$ cat src/hw/gs_ports_params.svh
// gs port block constants
// port numbers, memory window and config reset value

`ifndef GS_PORTS_PARAMS_SVH
`define GS_PORTS_PARAMS_SVH

`define GS_DATA_W        8       // z80 data bus
`define GS_CAP_ADDR_W    11      // captured a[10:0]

// only ports $00-$3f live here
`define GS_PORT_HI_BITS  2'b00   // a[7:6]
`define GS_MEM_HI_BITS   3'b011  // a[15:13], sample window $6000-$7fff

`define GS_PORT_MPAG     6'h00
`define GS_PORT_ZXCMD    6'h01
`define GS_PORT_ZXDATRD  6'h02
`define GS_PORT_ZXDATWR  6'h03
`define GS_PORT_ZXSTAT   6'h04
`define GS_PORT_CLRCBIT  6'h05
`define GS_PORT_VOL1     6'h06
`define GS_PORT_VOL2     6'h07
`define GS_PORT_VOL3     6'h08
`define GS_PORT_VOL4     6'h09   // bit 5 traced for mirror2
`define GS_PORT_MIRROR1  6'h0a
`define GS_PORT_MIRROR2  6'h0b
`define GS_PORT_GSCFG0   6'h0f
`define GS_PORT_MPAGEX   6'h10
`define GS_PORT_VOL5     6'h16
`define GS_PORT_VOL6     6'h17
`define GS_PORT_VOL7     6'h18
`define GS_PORT_VOL8     6'h19

`define GS_CFG_RESET     8'h30   // both clock selects on

`endif
$ cat src/hw/gs_ports_pkg.sv
// gs port block types
// decoded operations, config layout and bus-side words

`include "gs_ports_params.svh"

package gs_ports_pkg;

	typedef logic [`GS_DATA_W-1:0]     gs_data_t;
	typedef logic [`GS_CAP_ADDR_W-1:0] gs_cap_addr_t; // a[10:0] of a cycle
	typedef logic [5:0]                gs_port_t;
	typedef logic [2:0]                gs_chan_t;     // channel or volume index

	typedef enum logic [3:0] {
		OP_NONE,
		OP_PAGE0,
		OP_PAGEX,
		OP_DATRD,
		OP_DATWR,
		OP_CLRCBIT,
		OP_MIRROR1,
		OP_MIRROR2,
		OP_CFG,
		OP_VOL,
		OP_SAMPLE
	} port_op_e;

	// same order as port $0f, msb first
	typedef struct packed {
		logic inv7b;
		logic pan4ch;
		logic clksel1;
		logic clksel0;
		logic expag;
		logic chans8;
		logic ramro;
		logic norom;
	} gs_cfg_t;

endpackage

$ cat src/hw/gs_stage_if.sv
// pipeline stage links
// bus cycle pulses into decode, decoded ops into the register stages

`timescale 1ns/10ps

interface bus_cycle_if
	import gs_ports_pkg::*;
();
	logic         io_wr;  // one clock per cycle
	logic         io_rd;
	logic         mem_rd; // sample window read
	gs_cap_addr_t addr;
	gs_data_t     data;

	modport src (output io_wr, output io_rd, output mem_rd, output addr, output data);
	modport dst (input io_wr, input io_rd, input mem_rd, input addr, input data);
endinterface

interface decoded_if
	import gs_ports_pkg::*;
();
	port_op_e op;       // OP_NONE between ops
	gs_chan_t volnum;
	gs_chan_t chan_sel; // a[10:8] of sample read
	gs_data_t data;

	modport src (output op, output volnum, output chan_sel, output data);
	modport dst (input op, input volnum, input chan_sel, input data);
endinterface

$ cat src/hw/gs_ports_top.sv
// gs i/o port block top
// bus sync, decode, control regs, sound writes and read mux

`timescale 1ns/10ps

module gs_ports_top
	import gs_ports_pkg::*;
(
	input  logic        cpu_clock,
	input  logic        rst_n,
	input  logic [15:0] a,
	input  gs_data_t    din,
	output gs_data_t    dout,
	output logic        busin, // 0 while we drive the bus
	input  logic        iorq_n,
	input  logic        mreq_n,
	input  logic        rd_n,
	input  logic        wr_n,
	input  gs_data_t    command_port_input,
	input  gs_data_t    data_port_input,
	input  logic        data_bit_input,
	input  logic        command_bit_input,
	output gs_data_t    data_port_output,
	output logic        data_bit_output,
	output logic        data_bit_wr,
	output logic        command_bit_output,
	output logic        command_bit_wr,
	output logic        mode_inv7b,
	output logic        mode_pan4ch,
	output logic        clksel1,
	output logic        clksel0,
	output logic        mode_expag,
	output logic        mode_8chans,
	output logic        mode_ramro,
	output logic        mode_norom,
	output gs_data_t    mode_pg0,
	output gs_data_t    mode_pg1,
	output logic        snd_wrtoggle,
	output logic        snd_datnvol,
	output gs_chan_t    snd_addr,
	output gs_data_t    snd_data
);
	gs_cfg_t cfg;

	bus_cycle_if cyc_if ();
	decoded_if   dec_if ();

	// config fanned out as separate mode pins
	assign {mode_inv7b, mode_pan4ch, clksel1, clksel0} = cfg[7:4];
	assign {mode_expag, mode_8chans, mode_ramro, mode_norom} = cfg[3:0];

	bus_cycle_sync u_sync (
		.cpu_clock(cpu_clock), .rst_n(rst_n), .a(a), .din(din),
		.iorq_n(iorq_n), .mreq_n(mreq_n), .rd_n(rd_n), .wr_n(wr_n),
		.cyc(cyc_if.src)
	);

	port_decode u_decode (.cpu_clock(cpu_clock), .rst_n(rst_n), .cyc(cyc_if.dst), .dec(dec_if.src));

	gs_control_regs u_regs (
		.cpu_clock(cpu_clock), .rst_n(rst_n), .dec(dec_if.dst), .cfg(cfg),
		.mode_pg0(mode_pg0), .mode_pg1(mode_pg1), .data_port_output(data_port_output),
		.data_bit_output(data_bit_output), .data_bit_wr(data_bit_wr),
		.command_bit_output(command_bit_output), .command_bit_wr(command_bit_wr)
	);

	sound_writer u_snd (
		.cpu_clock(cpu_clock), .rst_n(rst_n), .dec(dec_if.dst), .cfg(cfg),
		.snd_wrtoggle(snd_wrtoggle), .snd_datnvol(snd_datnvol),
		.snd_addr(snd_addr), .snd_data(snd_data)
	);

	read_mux u_rdmux (
		.a(a[7:0]), .iorq_n(iorq_n), .rd_n(rd_n), .cfg(cfg),
		.command_port_input(command_port_input), .data_port_input(data_port_input),
		.data_bit_input(data_bit_input), .command_bit_input(command_bit_input),
		.dout(dout), .busin(busin)
	);

endmodule

$ cat src/hw/read_mux.sv
// z80 read data mux
// combinational from the live pins, plus bus direction

`timescale 1ns/10ps
`include "gs_ports_params.svh"

module read_mux
	import gs_ports_pkg::*;
(
	input  logic [7:0] a,
	input  logic       iorq_n,
	input  logic       rd_n,
	input  gs_cfg_t    cfg,
	input  gs_data_t   command_port_input,
	input  gs_data_t   data_port_input,
	input  logic       data_bit_input,
	input  logic       command_bit_input,
	output gs_data_t   dout,
	output logic       busin // 1 input, 0 we drive
);

	// only io reads of our own ports turn the bus around
	assign busin = ~((a[7:6] == `GS_PORT_HI_BITS) & ~iorq_n & ~rd_n);

	always_comb
	begin
		case (a[5:0])
			`GS_PORT_ZXCMD:   dout = command_port_input;
			`GS_PORT_ZXDATRD: dout = data_port_input;
			`GS_PORT_ZXSTAT:  dout = {data_bit_input, 6'd0, command_bit_input};
			`GS_PORT_GSCFG0:  dout = cfg;
			default:          dout = '0;
		endcase
	end

endmodule

$ cat src/hw/sound_writer.sv
// sound write path, third stage
// samples and volumes to the sound system, flagged by a toggle

`timescale 1ns/10ps

module sound_writer
	import gs_ports_pkg::*;
(
	input  logic     cpu_clock,
	input  logic     rst_n,
	decoded_if.dst   dec,
	input  gs_cfg_t  cfg,
	output logic     snd_wrtoggle, // flips once per write
	output logic     snd_datnvol,  // 1 sample, 0 volume
	output gs_chan_t snd_addr,
	output gs_data_t snd_data
);

	always_ff @(posedge cpu_clock or negedge rst_n)
	begin
		if (!rst_n)
		begin
			snd_wrtoggle <= 1'b0;
			snd_datnvol  <= 1'b0;
			snd_addr     <= '0;
			snd_data     <= '0;
		end
		else if (dec.op == OP_SAMPLE)
		begin
			snd_wrtoggle <= ~snd_wrtoggle;
			snd_datnvol  <= 1'b1;
			// 4ch mode drops a[10]
			snd_addr     <= cfg.chans8 ? dec.chan_sel : {1'b0, dec.chan_sel[1:0]};
			snd_data     <= dec.data;
		end
		else if (dec.op == OP_VOL)
		begin
			snd_wrtoggle <= ~snd_wrtoggle;
			snd_datnvol  <= 1'b0;
			snd_addr     <= dec.volnum;
			snd_data     <= dec.data;
		end
	end

endmodule

$ cat src/hw/gs_control_regs.sv
// gs control registers, third stage
// config, memory pages, data port, port $09 trace and host flag strobes

`timescale 1ns/10ps
`include "gs_ports_params.svh"

module gs_control_regs
	import gs_ports_pkg::*;
(
	input  logic     cpu_clock,
	input  logic     rst_n,
	decoded_if.dst   dec,
	output gs_cfg_t  cfg,
	output gs_data_t mode_pg0,
	output gs_data_t mode_pg1,
	output gs_data_t data_port_output,
	output logic     data_bit_output,
	output logic     data_bit_wr,     // one clock strobe
	output logic     command_bit_output,
	output logic     command_bit_wr   // one clock strobe
);
	logic port09_bit5; // feeds mirror2

	always_ff @(posedge cpu_clock or negedge rst_n)
	begin
		if (!rst_n)
		begin
			cfg              <= gs_cfg_t'(`GS_CFG_RESET);
			mode_pg0         <= '0;
			mode_pg1         <= '0;
			data_port_output <= '0;
			port09_bit5      <= 1'b0;
		end
		else
		begin
			case (dec.op)
				OP_CFG:
					cfg <= gs_cfg_t'(dec.data);
				OP_PAGE0:
				begin
					if (!cfg.expag) // normal paging, pg1 is pg0 + 1
					begin
						mode_pg0 <= {dec.data[6:0], 1'b0};
						mode_pg1 <= {dec.data[6:0], 1'b1};
					end
					else
						mode_pg0 <= {dec.data[6:0], dec.data[7]}; // bit 7 as lsb
				end
				OP_PAGEX:
					if (cfg.expag) // ignored in normal paging
						mode_pg1 <= {dec.data[6:0], dec.data[7]};
				OP_DATWR:
					data_port_output <= dec.data;
				OP_VOL:
					if (dec.volnum == 3'd3) // port $09
						port09_bit5 <= dec.data[5];
				default:
					;
			endcase
		end
	end

	// flag bits toward host
	always_ff @(posedge cpu_clock or negedge rst_n)
	begin
		if (!rst_n)
		begin
			data_bit_output    <= 1'b0;
			data_bit_wr        <= 1'b0;
			command_bit_output <= 1'b0;
			command_bit_wr     <= 1'b0;
		end
		else
		begin
			data_bit_wr    <= 1'b0;
			command_bit_wr <= 1'b0;
			case (dec.op)
				OP_DATRD:
				begin
					data_bit_output <= 1'b0; // host may send again
					data_bit_wr     <= 1'b1;
				end
				OP_DATWR:
				begin
					data_bit_output <= 1'b1;
					data_bit_wr     <= 1'b1;
				end
				OP_MIRROR1:
				begin
					data_bit_output <= ~mode_pg0[0];
					data_bit_wr     <= 1'b1;
				end
				OP_CLRCBIT:
				begin
					command_bit_output <= 1'b0;
					command_bit_wr     <= 1'b1;
				end
				OP_MIRROR2:
				begin
					command_bit_output <= port09_bit5;
					command_bit_wr     <= 1'b1;
				end
				default:
					;
			endcase
		end
	end

endmodule

$ cat src/hw/port_decode.sv
// port decode, second stage
// bus cycle pulse to a registered op, volume index and payload

`timescale 1ns/10ps
`include "gs_ports_params.svh"

module port_decode
	import gs_ports_pkg::*;
(
	input  logic     cpu_clock,
	input  logic     rst_n,
	bus_cycle_if.dst cyc,
	decoded_if.src   dec
);
	gs_port_t port;
	port_op_e op_nxt;
	gs_chan_t vol_nxt;
	logic     is_vol;

	assign port = cyc.addr[5:0];

	// volume ports, two groups of four
	always_comb
	begin
		vol_nxt = 3'd0;
		is_vol  = 1'b1;
		case (port)
			`GS_PORT_VOL1: vol_nxt = 3'd0;
			`GS_PORT_VOL2: vol_nxt = 3'd1;
			`GS_PORT_VOL3: vol_nxt = 3'd2;
			`GS_PORT_VOL4: vol_nxt = 3'd3;
			`GS_PORT_VOL5: vol_nxt = 3'd4;
			`GS_PORT_VOL6: vol_nxt = 3'd5;
			`GS_PORT_VOL7: vol_nxt = 3'd6;
			`GS_PORT_VOL8: vol_nxt = 3'd7;
			default:       is_vol  = 1'b0;
		endcase
	end

	always_comb
	begin
		op_nxt = OP_NONE;
		if (cyc.mem_rd)
			op_nxt = OP_SAMPLE;
		else if (cyc.io_wr)
		begin
			case (port)
				`GS_PORT_MPAG:    op_nxt = OP_PAGE0;
				`GS_PORT_MPAGEX:  op_nxt = OP_PAGEX;
				`GS_PORT_ZXDATWR: op_nxt = OP_DATWR;
				`GS_PORT_CLRCBIT: op_nxt = OP_CLRCBIT;
				`GS_PORT_MIRROR1: op_nxt = OP_MIRROR1;
				`GS_PORT_MIRROR2: op_nxt = OP_MIRROR2;
				`GS_PORT_GSCFG0:  op_nxt = OP_CFG;
				default:          op_nxt = is_vol ? OP_VOL : OP_NONE;
			endcase
		end
		else if (cyc.io_rd)
		begin
			case (port) // clear and mirrors fire on reads too
				`GS_PORT_ZXDATRD: op_nxt = OP_DATRD;
				`GS_PORT_CLRCBIT: op_nxt = OP_CLRCBIT;
				`GS_PORT_MIRROR1: op_nxt = OP_MIRROR1;
				`GS_PORT_MIRROR2: op_nxt = OP_MIRROR2;
				default:          op_nxt = OP_NONE;
			endcase
		end
	end

	always_ff @(posedge cpu_clock or negedge rst_n)
	begin
		if (!rst_n)
		begin
			dec.op       <= OP_NONE;
			dec.volnum   <= '0;
			dec.chan_sel <= '0;
			dec.data     <= '0;
		end
		else
		begin
			dec.op       <= op_nxt; // one clock per pulse
			dec.volnum   <= vol_nxt;
			dec.chan_sel <= cyc.addr[10:8];
			dec.data     <= cyc.data;
		end
	end

endmodule

$ cat src/hw/bus_cycle_sync.sv
// z80 bus cycle sync, first stage
// one pulse per io or sample read cycle, with address and data caught alongside

`timescale 1ns/10ps
`include "gs_ports_params.svh"

module bus_cycle_sync
	import gs_ports_pkg::*;
(
	input  logic        cpu_clock,
	input  logic        rst_n,
	input  logic [15:0] a,
	input  gs_data_t    din,
	input  logic        iorq_n,
	input  logic        mreq_n,
	input  logic        rd_n,
	input  logic        wr_n,
	bus_cycle_if.src    cyc
);
	logic port_en;
	logic mem_en;
	logic iowr_go;
	logic iord_go;
	logic memrd_go;
	logic iowrn_reg; // strobes from last edge, high = idle
	logic iordn_reg;
	logic merdn_reg;

	assign port_en = (a[7:6] == `GS_PORT_HI_BITS);
	assign mem_en  = (a[15:13] == `GS_MEM_HI_BITS);

	// active now, idle on the edge before
	assign iowr_go  = port_en & ~iorq_n & ~wr_n & iowrn_reg;
	assign iord_go  = port_en & ~iorq_n & ~rd_n & iordn_reg;
	assign memrd_go = mem_en & ~mreq_n & ~rd_n & merdn_reg;

	always_ff @(posedge cpu_clock or negedge rst_n)
	begin
		if (!rst_n)
		begin
			iowrn_reg  <= 1'b1;
			iordn_reg  <= 1'b1;
			merdn_reg  <= 1'b1;
			cyc.io_wr  <= 1'b0;
			cyc.io_rd  <= 1'b0;
			cyc.mem_rd <= 1'b0;
			cyc.addr   <= '0;
			cyc.data   <= '0;
		end
		else
		begin
			iowrn_reg  <= iorq_n | wr_n;
			iordn_reg  <= iorq_n | rd_n;
			merdn_reg  <= mreq_n | rd_n;
			cyc.io_wr  <= iowr_go;
			cyc.io_rd  <= iord_go;
			cyc.mem_rd <= memrd_go;
			if (iowr_go | iord_go | memrd_go) // hold until next cycle
			begin
				cyc.addr <= a[10:0];
				cyc.data <= din;
			end
		end
	end

endmodule

$ cat config.mk
export PLATFORM = sky130hd
export DESIGN_NAME = gs_ports_top
export DESIGN_NICKNAME = d
export VERILOG_FILES = /design/src/hw/gs_ports_pkg.sv /design/src/hw/gs_stage_if.sv /design/src/hw/gs_ports_top.sv /design/src/hw/read_mux.sv /design/src/hw/sound_writer.sv /design/src/hw/gs_control_regs.sv /design/src/hw/port_decode.sv /design/src/hw/bus_cycle_sync.sv
export VERILOG_INCLUDE_DIRS = /design/src /design/src/hw
export SDC_FILE = /design/constraint.sdc
export NUM_CORES = 1
export LEC_CHECK = 0
export ABC_AREA = 1
export BUFFER_PORTS_ARGS = -buffer_cell sky130_fd_sc_hd__buf_4
export CORE_MARGIN = 4
export CORE_UTILIZATION = 50
export CTS_BUF_LIST = sky130_fd_sc_hd__clkbuf_2
export CTS_CLUSTER_SIZE = 16
export DETAILED_ROUTE_END_ITERATION = 8
export MAX_ROUTING_LAYER = met4
export PLACE_DENSITY = 0.81
export SYNTH_ARGS = -nofsm -noshare
export SYNTH_HDL_FRONTEND = slang
export SYNTH_HIERARCHICAL = 1
export SYNTH_SLANG_ARGS = --single-unit
export TNS_END_PERCENT = 5
$ cat constraint.sdc
create_clock -name cpu_clock -period 1.3 [get_ports cpu_clock]
set_input_delay 0.13 -clock cpu_clock [delete_from_list [all_inputs] [get_ports cpu_clock]]
set_output_delay 0.13 -clock cpu_clock [all_outputs]
set_load 0.02 [all_outputs]
==> results.toml, run 1 <==
[pwr]
p_leak_nw = 3.12
vdd_drop_max_mv = 0.595
power_density_nw_per_um2 = 1460
combPwrFrac_pct = 37.5
swShare_pct = 37.6
p_sw_mw = 3.30
internal_power_mw = 5.48
seq_power_share_pct = 46.3
total_power_mw = 8.78
p_clk_share_pct = 16.2

[layout]
finalNetCount = 673
drive_gt1_share_pct = 39.7
finalCoreUtilization_pct = 72.6
diodes = 0
largest_reg_flops = 9
layout.cells.non_filler = 735
final_area_um2 = 6020
largest_register = "u_sync/cyc.addr"
syn2layout_area_growth_pct = 39.2

[setup_path]
critPathLaunchType = "register"
timing.rr.start = "u_sync/cyc.addr[4]"
crit_top_cell = "nand3_2"
rr_endpoint = "u_decode/dec.op[3]"
r2r_slack_ns = -0.06
rr_worst_depth = 8
critPathMaxFanout = 2
cp_slowest_stage_delay_ns = 0.61
critPathKind = "reg2out"
end_kind = "output port"
cp_cell_sequence = "nand3_2, nand3_2, buf_6"
cp_slowest_cell = "dfstp_2"
required_ns = 1.17
arrival_ns = 1.44

[place]
numPlacedInstances = 689
postPlaceCellArea_um2 = 5280
routabilityCongestion = 0.869
hpwl_mm = 7.75
pre_cts_ws_ns = -0.0186
portBuffers = 103

[sta]
hold_viol = 0
report.final.slew_viol_count = 0
fin_ws_ns = -0.274
tightest_slew_ns = 0.738
fin_crit_sh_pct = 121
skew_ns = 0.0355
hold-worst-slack_ns = 0.0461
period_minus_slack_ns = 1.57
setup_viol = 17
fin_setup_tns_ns = -2.35
timing.slew.headroom_pct = 50.8
clock.fmax_ghz = 0.635
rsz0062_at_grt = "yes"

[synth]
syn_area_um2 = 4330
ys_warn_count = 6
syn_area_per_cell_um2 = 9.00
syn_nets = 529
synthCells = 481

[route]
drc_errors = 0
dr.first_iter.drc_count = 236
vias_per_cell = 5.26
routedWlPerCell_um = 15.4
routed_wl_mm = 11.3
vias = 3865
final_antenna_net_count = 0
firstDrtPassIters = 4

[grt]
antenna_found_initial = 0
grt-ovfl-total = 0
grt_pass1_wl_mm = 18.1
grt_pass1_vias = 3777
grt_max_degree = 40
grt.total_usage_pct = 23.1

[clock_network]
insertion_delay_ns = 0.55
clk_pin_slew_ns = 0.27
cts_num_sinks = 91
root_buffer = "clkbuf_2"
cts_tree = "done"
htree_levels = 3
cts_buffers = 9
cts_max_path_buffers = 2

[worst_hold_path]
holdPathStages = 5
worstHoldPathType = "in2reg"
hold_end = "u_sync/cyc.mem_rd"
hp-start = "a[15]"

[die]
io_pins = 106
initial_core_util_pct = 52.1
dieArea_um2 = 10200
fp.dieH_um = 101
rows = 33
core_um2 = 8300
fp.dieW_um = 101

[status]
status = "finished with violations"
violations = "setup timing"

[flow_run]
drv_cap = 0
-- placed cells by master, fill, tap and decap left out, types with 2 or more instances in the layout --
| cell | instances |
|---|---|
| a21oi_1 | 3 |
| buf_12 | 5 |
| buf_4 | 59 |
| buf_6 | 60 |
| clkbuf_2 | 9 |
| clkinvlp_4 | 3 |
| dfrtp_1 | 78 |
| dfrtp_2 | 8 |
| dfstp_2 | 5 |
| dlygate4sd3_1 | 24 |
| inv_1 | 36 |
| inv_2 | 11 |
| inv_6 | 2 |
| nand2_1 | 133 |
| nand2_2 | 23 |
| nand2_4 | 4 |
| nand3_1 | 26 |
| nand3_2 | 15 |
| nand3_4 | 2 |
| nand3b_1 | 2 |
| nand4_1 | 44 |
| nor2_1 | 19 |
| nor2_2 | 13 |
| nor2_4 | 8 |
| o21ai_0 | 2 |
| o21ai_1 | 8 |
| o21ai_2 | 18 |
-- cell type report --
type	count	area (um^2)
fillers	596	2280
inverters	49	186
multi-input cells	325	1820
flip-flops and latches	91	2290
well taps	105	131
clock inverters	7	75.1
repair buffers	149	1470
clock buffers	9	45.0
-- power by group through the flow --
stage	sequential [mW]	clock (mW)	combinational [mW]
floorplan	4.43	0	1.12
global placement	4.02	0	2.71
detailed placement	4.05	0	2.80
CTS	4.04	1.46	3.07
global route	4.16	1.58	3.53
finish	4.07	1.42	3.29
-- routing by layer --
metal / GRT usage [%] / wire length, um / vias up
met1: 28.4 / 4500 / 1860
met2: 39.4 / 5970 / 131
met5: - / 0 / -
met3: 3.88 / 606 / 22
li1: - / - / 1852
met4: 6.75 / 238 / 0
-- critical path, delay by kind of cell, from the launching register on --
| kind | cells | cell delay [ns] |
|---|---|---|
| simple gates | 2 | 0.16 |
| buf+inv | 1 | 0.12 |
| flops | 1 | 0.61 |
-- worst max-delay path by stage --
stage | startpoint | end | slack (ns) | cells past startpoint
detailed placement | u_sync/cyc.addr[5] | u_decode/dec.op[3] | -0.02 | 8
global placement | u_decode/dec.op[0] | u_regs/cfg[0] | 0.02 | 4
floorplan | u_sync/cyc.addr[5] | u_decode/dec.op[3] | 0.12 | 8
global route | u_regs/cfg[4] | dout[4] | -0.35 | 3
finish | u_regs/cfg[4] | dout[4] | -0.27 | 3
CTS | u_regs/cfg[4] | dout[4] | -0.28 | 3
-- timing repair --
| item | CTS | global route |
|---|---|---|
| endpoints found under the setup margin | 59 | 128 |
| pin swaps | 9 | 10 |
| endpoints found under the hold margin | 111 | 1 |
| resized for setup | 53 | 41 |
| hold buffers | 24 | 1 |
| setup buffers | 2 | 3 |
Power figures use the tool's default switching activity.
==> run 2: changes to the inputs <==
--- a/config.mk
+++ b/config.mk
@@ -7,12 +7,13 @@
 export NUM_CORES = 1
 export LEC_CHECK = 0
 export ABC_AREA = 1
-export BUFFER_PORTS_ARGS = -buffer_cell sky130_fd_sc_hd__buf_4
+export BUFFER_PORTS_ARGS = -buffer_cell sky130_fd_sc_hd__buf_2
 export CORE_MARGIN = 4
 export CORE_UTILIZATION = 50
 export CTS_BUF_LIST = sky130_fd_sc_hd__clkbuf_2
 export CTS_CLUSTER_SIZE = 16
 export DETAILED_ROUTE_END_ITERATION = 8
+export HOLD_SLACK_MARGIN = 0.15
 export MAX_ROUTING_LAYER = met4
 export PLACE_DENSITY = 0.81
 export SYNTH_ARGS = -nofsm -noshare
==> run 2 against run 1 <==
Compared with the run above:
- power shrank 6.7%
- flip-flop and latch count is the same
- sequential power shrank 2%
- die area is the same
- core utilization shrank 3.8 points
- register-to-register slack is essentially flat
- final cell count grew 0.82%
- setup slack lost 0.018 ns
- clock skew grew 0.0048 ns
- the run ends with hold timing, setup timing left
==> results.toml, run 2 (same netlist as run 1, synthesis figures left out) <==
[grt]
antenna_found_initial = 0
grt-ovfl-total = 0
grt_max_degree = 92
grt_pass1_vias = 3773
grt.total_usage_pct = 22.4
grt_pass1_wl_mm = 17.7

[status]
status = "finished with violations"
violations = "hold timing, setup timing"

[sta]
clock.fmax_ghz = 0.628
tightest_slew_ns = 0.475
fin_ws_ns = -0.292
fin_setup_tns_ns = -2.76
timing.slew.headroom_pct = 68.3
hold-worst-slack_ns = -0.158
period_minus_slack_ns = 1.59
skew_ns = 0.0402
fin_crit_sh_pct = 122
rsz0062_at_grt = "yes"
setup_viol = 27
report.final.slew_viol_count = 0
hold_viol = 1

[clock_network]
insertion_delay_ns = 0.56
clk_pin_slew_ns = 0.28
cts_tree = "done"
cts_max_path_buffers = 2
root_buffer = "clkbuf_2"
cts_buffers = 9
htree_levels = 3
cts_num_sinks = 91

[route]
vias_per_cell = 5.21
vias = 3864
final_antenna_net_count = 0
drc_errors = 0
routed_wl_mm = 10.8
routedWlPerCell_um = 14.6
dr.first_iter.drc_count = 173
firstDrtPassIters = 5

[die]
rows = 33
dieArea_um2 = 10200
core_um2 = 8300
fp.dieW_um = 101
fp.dieH_um = 101
io_pins = 106
initial_core_util_pct = 52.1

[place]
portBuffers = 103
hpwl_mm = 7.18
routabilityCongestion = 0.837

[worst_hold_path]
hold_end = "u_sync/cyc.addr[0]"
hp-start = "a[0]"
holdPathStages = 3
worstHoldPathType = "in2reg"

[layout]
fillers = 643
drive_gt1_share_pct = 38.4
ff_latch_area_um2 = 2290
largest_register = "u_sync/cyc.addr"
mostFrequentLayoutCell = "nand2_1"
syn2layout_area_growth_pct = 31.9
multiInputGateArea_um2 = 1820
finalCoreUtilization_pct = 68.8
finalNetCount = 678
final_cell_mix = "nand2_1, buf_2, dfrtp_1"
largest_reg_flops = 9

[pwr]
power_density_nw_per_um2 = 1430
vdd_drop_max_mv = 0.561
p_leak_nw = 3.07

[setup_path]
cp_slowest_stage_delay_ns = 0.61
critPathLaunchType = "register"
critPathKind = "reg2out"
rr_worst_depth = 8
arrival_ns = 1.46
rr_endpoint = "u_regs/mode_pg1[4]"
cp_slowest_cell = "dfstp_2"
end_kind = "output port"
required_ns = 1.17
r2r_slack_ns = -0.05
cp_cell_sequence = "nand3_2, nand3_2, buf_6"
crit_top_cell = "nand3_2"
critPathMaxFanout = 2
timing.rr.start = "u_regs/cfg[3]"

[flow_run]
drv_cap = 0
[run 2: cell count changes in the layout (fill, tap and decap cells not counted), sizes merged]
cell / change
bufinv: -1
diode: +1
buf: -1
dlygate4sd3: +4
clkinv: +3
dlymetal6s4s: +2
clkinvlp: -2
[run 2: through the flow]
stage          area [um^2]  cells  worst slack [ns]  total power, mW
3_3_place_gp          5010    687            0.0386             6.45
2_1_floorplan         4330    481             0.123             5.55
6_report              5710    741            -0.292             8.19
4_1_cts               5530    737            -0.306             8.06
3_5_place_dp          5010    687           -0.0138             6.55
5_1_grt               5710    740            -0.389             8.70
[run 2: per-layer routing]
metal | share of wire, % | up-vias | global-route usage, %
met1 | 39 | 1812 | 27.5
li1 | - | 1863 | -
met2 | 52 | 162 | 36.9
met4 | 2.4 | 0 | 7.36
met3 | 6.6 | 27 | 5.12
met5 | 0 | - | -
[run 2: power by group]
group / total [mW] / switching [mW] / internal, mW
sequential: 3.99 / 0.501 / 3.49
clock: 1.26 / 0.991 / 0.268
combinational: 2.95 / 1.74 / 1.21
[run 2: area by class of cell]
type | count | share of cell area [%]
Clock inverter | 7 | 0.921
Sequential cell | 91 | 40.2
Antenna cell | 1 | 0.0438
Tap cell | 105 | 2.30
Inverter | 49 | 3.31
Multi-Input combinational cell | 325 | 32.0
Timing Repair Buffer | 154 | 20.5
Clock buffer | 9 | 0.789
[run 2: how the worst max path moves through the flow]
| stage | from | endpoint | slack [ns] | depth (start not counted) |
|---|---|---|---|---|
| 5_1_grt | u_regs/cfg[4] | dout[4] | -0.39 | 3 |
| 3_3_place_gp | u_sync/cyc.addr[1] | u_decode/dec.op[3] | 0.04 | 8 |
| 2_1_floorplan | u_sync/cyc.addr[5] | u_decode/dec.op[3] | 0.12 | 8 |
| 4_1_cts | u_regs/cfg[4] | dout[4] | -0.31 | 3 |
| 3_5_place_dp | u_sync/cyc.addr[5] | u_decode/dec.op[3] | -0.01 | 8 |
| 6_report | u_regs/cfg[4] | dout[4] | -0.29 | 3 |
[run 2: what timing repair did]
item	4_1_cts	5_1_grt
hold buffers	29	2
resized for setup	31	42
endpoints found under the hold margin	114	4
endpoints found under the setup margin	61	116
setup buffers	5	1
pin swaps	10	9
[run 2: critical path: cells and delay by family (launching register included)]
family,cells,cell delay [ns]
flip-flops,1,0.61
AND/OR/NAND/NOR,2,0.16
buffers and inverters,1,0.12
==> run 3: changes to the inputs <==
--- a/config.mk
+++ b/config.mk
@@ -8,7 +8,7 @@
 export LEC_CHECK = 0
 export ABC_AREA = 1
 export BUFFER_PORTS_ARGS = -buffer_cell sky130_fd_sc_hd__buf_2
-export CORE_MARGIN = 4
+export CORE_MARGIN = 2
 export CORE_UTILIZATION = 50
 export CTS_BUF_LIST = sky130_fd_sc_hd__clkbuf_2
 export CTS_CLUSTER_SIZE = 16
==> run 3 against run 2 <==
Compared with the run above:
- the flow finishes with violations (setup timing)
- combinational power decreased by 8.1%
- critical path type unchanged
- largest cell class unchanged
- fmax up 2.5%
- register-to-register slack improved by 0.02 ns
- non-clock buffer count down 3
- final cell count fell by 0.40%
- clock power about the same
- sequential power about the same
- critical path depth unchanged
==> results.toml, run 3 (same netlist as run 1, synthesis figures left out) <==
[grt]
antenna_found_initial = 0
grt.total_usage_pct = 24.0
grt-ovfl-total = 0
grt_pass1_vias = 3821
grt_pass1_wl_mm = 17.9
grt_max_degree = 32

[layout]
finalNetCount = 676
syn2layout_area_growth_pct = 30.8
final_cell_mix = "nand2_1, buf_2, dfrtp_1"
diodes = 0
drive_gt1_share_pct = 39.2
finalCoreUtilization_pct = 68.2
mostFrequentLayoutCell = "nand2_1"
largest_reg_flops = 9
largest_register = "u_sync/cyc.addr"

[sta]
setup_viol = 20
fin_crit_sh_pct = 119
tightest_slew_ns = 0.387
hold_viol = 0
report.final.slew_viol_count = 0
period_minus_slack_ns = 1.55
timing.slew.headroom_pct = 74.2
skew_ns = 0.0360
clock.fmax_ghz = 0.644
fin_ws_ns = -0.253
rsz0062_at_grt = "yes"

[place]
routabilityCongestion = 0.934
hpwl_mm = 7.25
pre_cts_ws_ns = -0.0387
portBuffers = 103

[die]
fp.dieW_um = 97.0
core_um2 = 8300
initial_core_util_pct = 52.1
fp.dieH_um = 97.0
rows = 33
dieArea_um2 = 9410
io_pins = 106

[route]
routedWlPerCell_um = 14.3
routed_wl_mm = 10.6
vias_per_cell = 5.24
final_antenna_net_count = 0
dr.first_iter.drc_count = 171
firstDrtPassIters = 5
vias = 3866
drc_errors = 0

[clock_network]
htree_levels = 3
clk_pin_slew_ns = 0.27
root_buffer = "clkbuf_2"
cts_num_sinks = 91
cts_max_path_buffers = 2
cts_tree = "done"
cts_buffers = 9
insertion_delay_ns = 0.56

[setup_path]
r2r_slack_ns = -0.03
cp_cell_sequence = "nand3_2, nand3_2, buf_6"
crit_top_cell = "nand3_2"
critPathMaxFanout = 2
rr_worst_depth = 6
arrival_ns = 1.42
cp_slowest_stage_delay_ns = 0.60
required_ns = 1.17
cp_slowest_cell = "dfstp_2"
critPathKind = "reg2out"
critPathLaunchType = "register"
end_kind = "output port"

[pwr]
power_density_nw_per_um2 = 1400
p_leak_nw = 3.02
vdd_drop_max_mv = 0.609

[status]
violations = "setup timing"
status = "finished with violations"

[worst_hold_path]
worstHoldPathType = "in2reg"
holdPathStages = 4

[flow_run]
drv_cap = 0
-- run 3: cell count changes in the layout (fill, tap and decap cells not counted), moves of 3 or more --
cell            before  now
nand3_1             26   29
buf_6               19   11
nand3_2             15    9
nand3_4              2    6
buf_2               85   92
dlymetal6s4s_1       3    0
nor2_1              21   18
-- run 3: metrics by stage --
step	TNS, ns	power, mW	instance area (um^2)	hold slack (ns)	std cells
after detailed placement	-0.121	6.48	5030	0.0804	689
after floorplan	0	5.55	4330	-0.166	481
after global placement	0	6.39	5030	0.0728	689
after CTS	-6.11	7.87	5520	0.272	738
final	-2.19	7.91	5660	0.314	738
after global routing	-5.93	8.43	5660	0.274	738
-- run 3: cell type report --
type	instances	area, um^2
clock buffer	9	45.0
clock inverter	7	52.6
fill	636	2640
inverter	49	184
multi-input combinational	326	1850
sequential	91	2300
tap	105	131
timing repair buffer	151	1100
-- run 3: worst paths after layout --
kind / start / end
setup / recovery: u_regs/cfg[5] / dout[5]
hold / removal: din[0] / u_sync/cyc.data[0]
setup reg to reg: u_sync/cyc.addr[3] / u_decode/dec.op[2]
hold reg to reg: u_sync/cyc.addr[9] / u_decode/dec.chan_sel[1]
max in group asynchronous: rst_n / u_sync/merdn_reg
min in group asynchronous: rst_n / u_regs/data_port_output[5]
-- run 3: repair_timing --
action                                  CTS  global route
hold buffers                             30             2
hold endpoints to repair                114             8
pin swaps                                 3             8
gates resized for setup                  25            38
buffers inserted                          3             0
endpoints found under the setup margin   63           107
gates cloned                              0             1
-- run 3: routing by layer --
layer	share of wire [%]	vias to the layer above	global-route usage, %
met5	0	-	-
met4	1.6	0	7.58
met3	5.3	22	4.26
met2	52	130	41.3
met1	41	1847	28.8
li1	-	1867	-
-- run 3: where the power goes --
| part | internal [mW] | switching, mW |
|---|---|---|
| sequential | 3.49 | 0.487 |
| combinational | 1.03 | 1.67 |
| clock | 0.262 | 0.968 |
-- run 3: critical path: cells and delay by family, from the launching register on --
kind,cells,cell delay (ns)
buf+inv,1,0.11
flops,1,0.60
simple gates,2,0.14
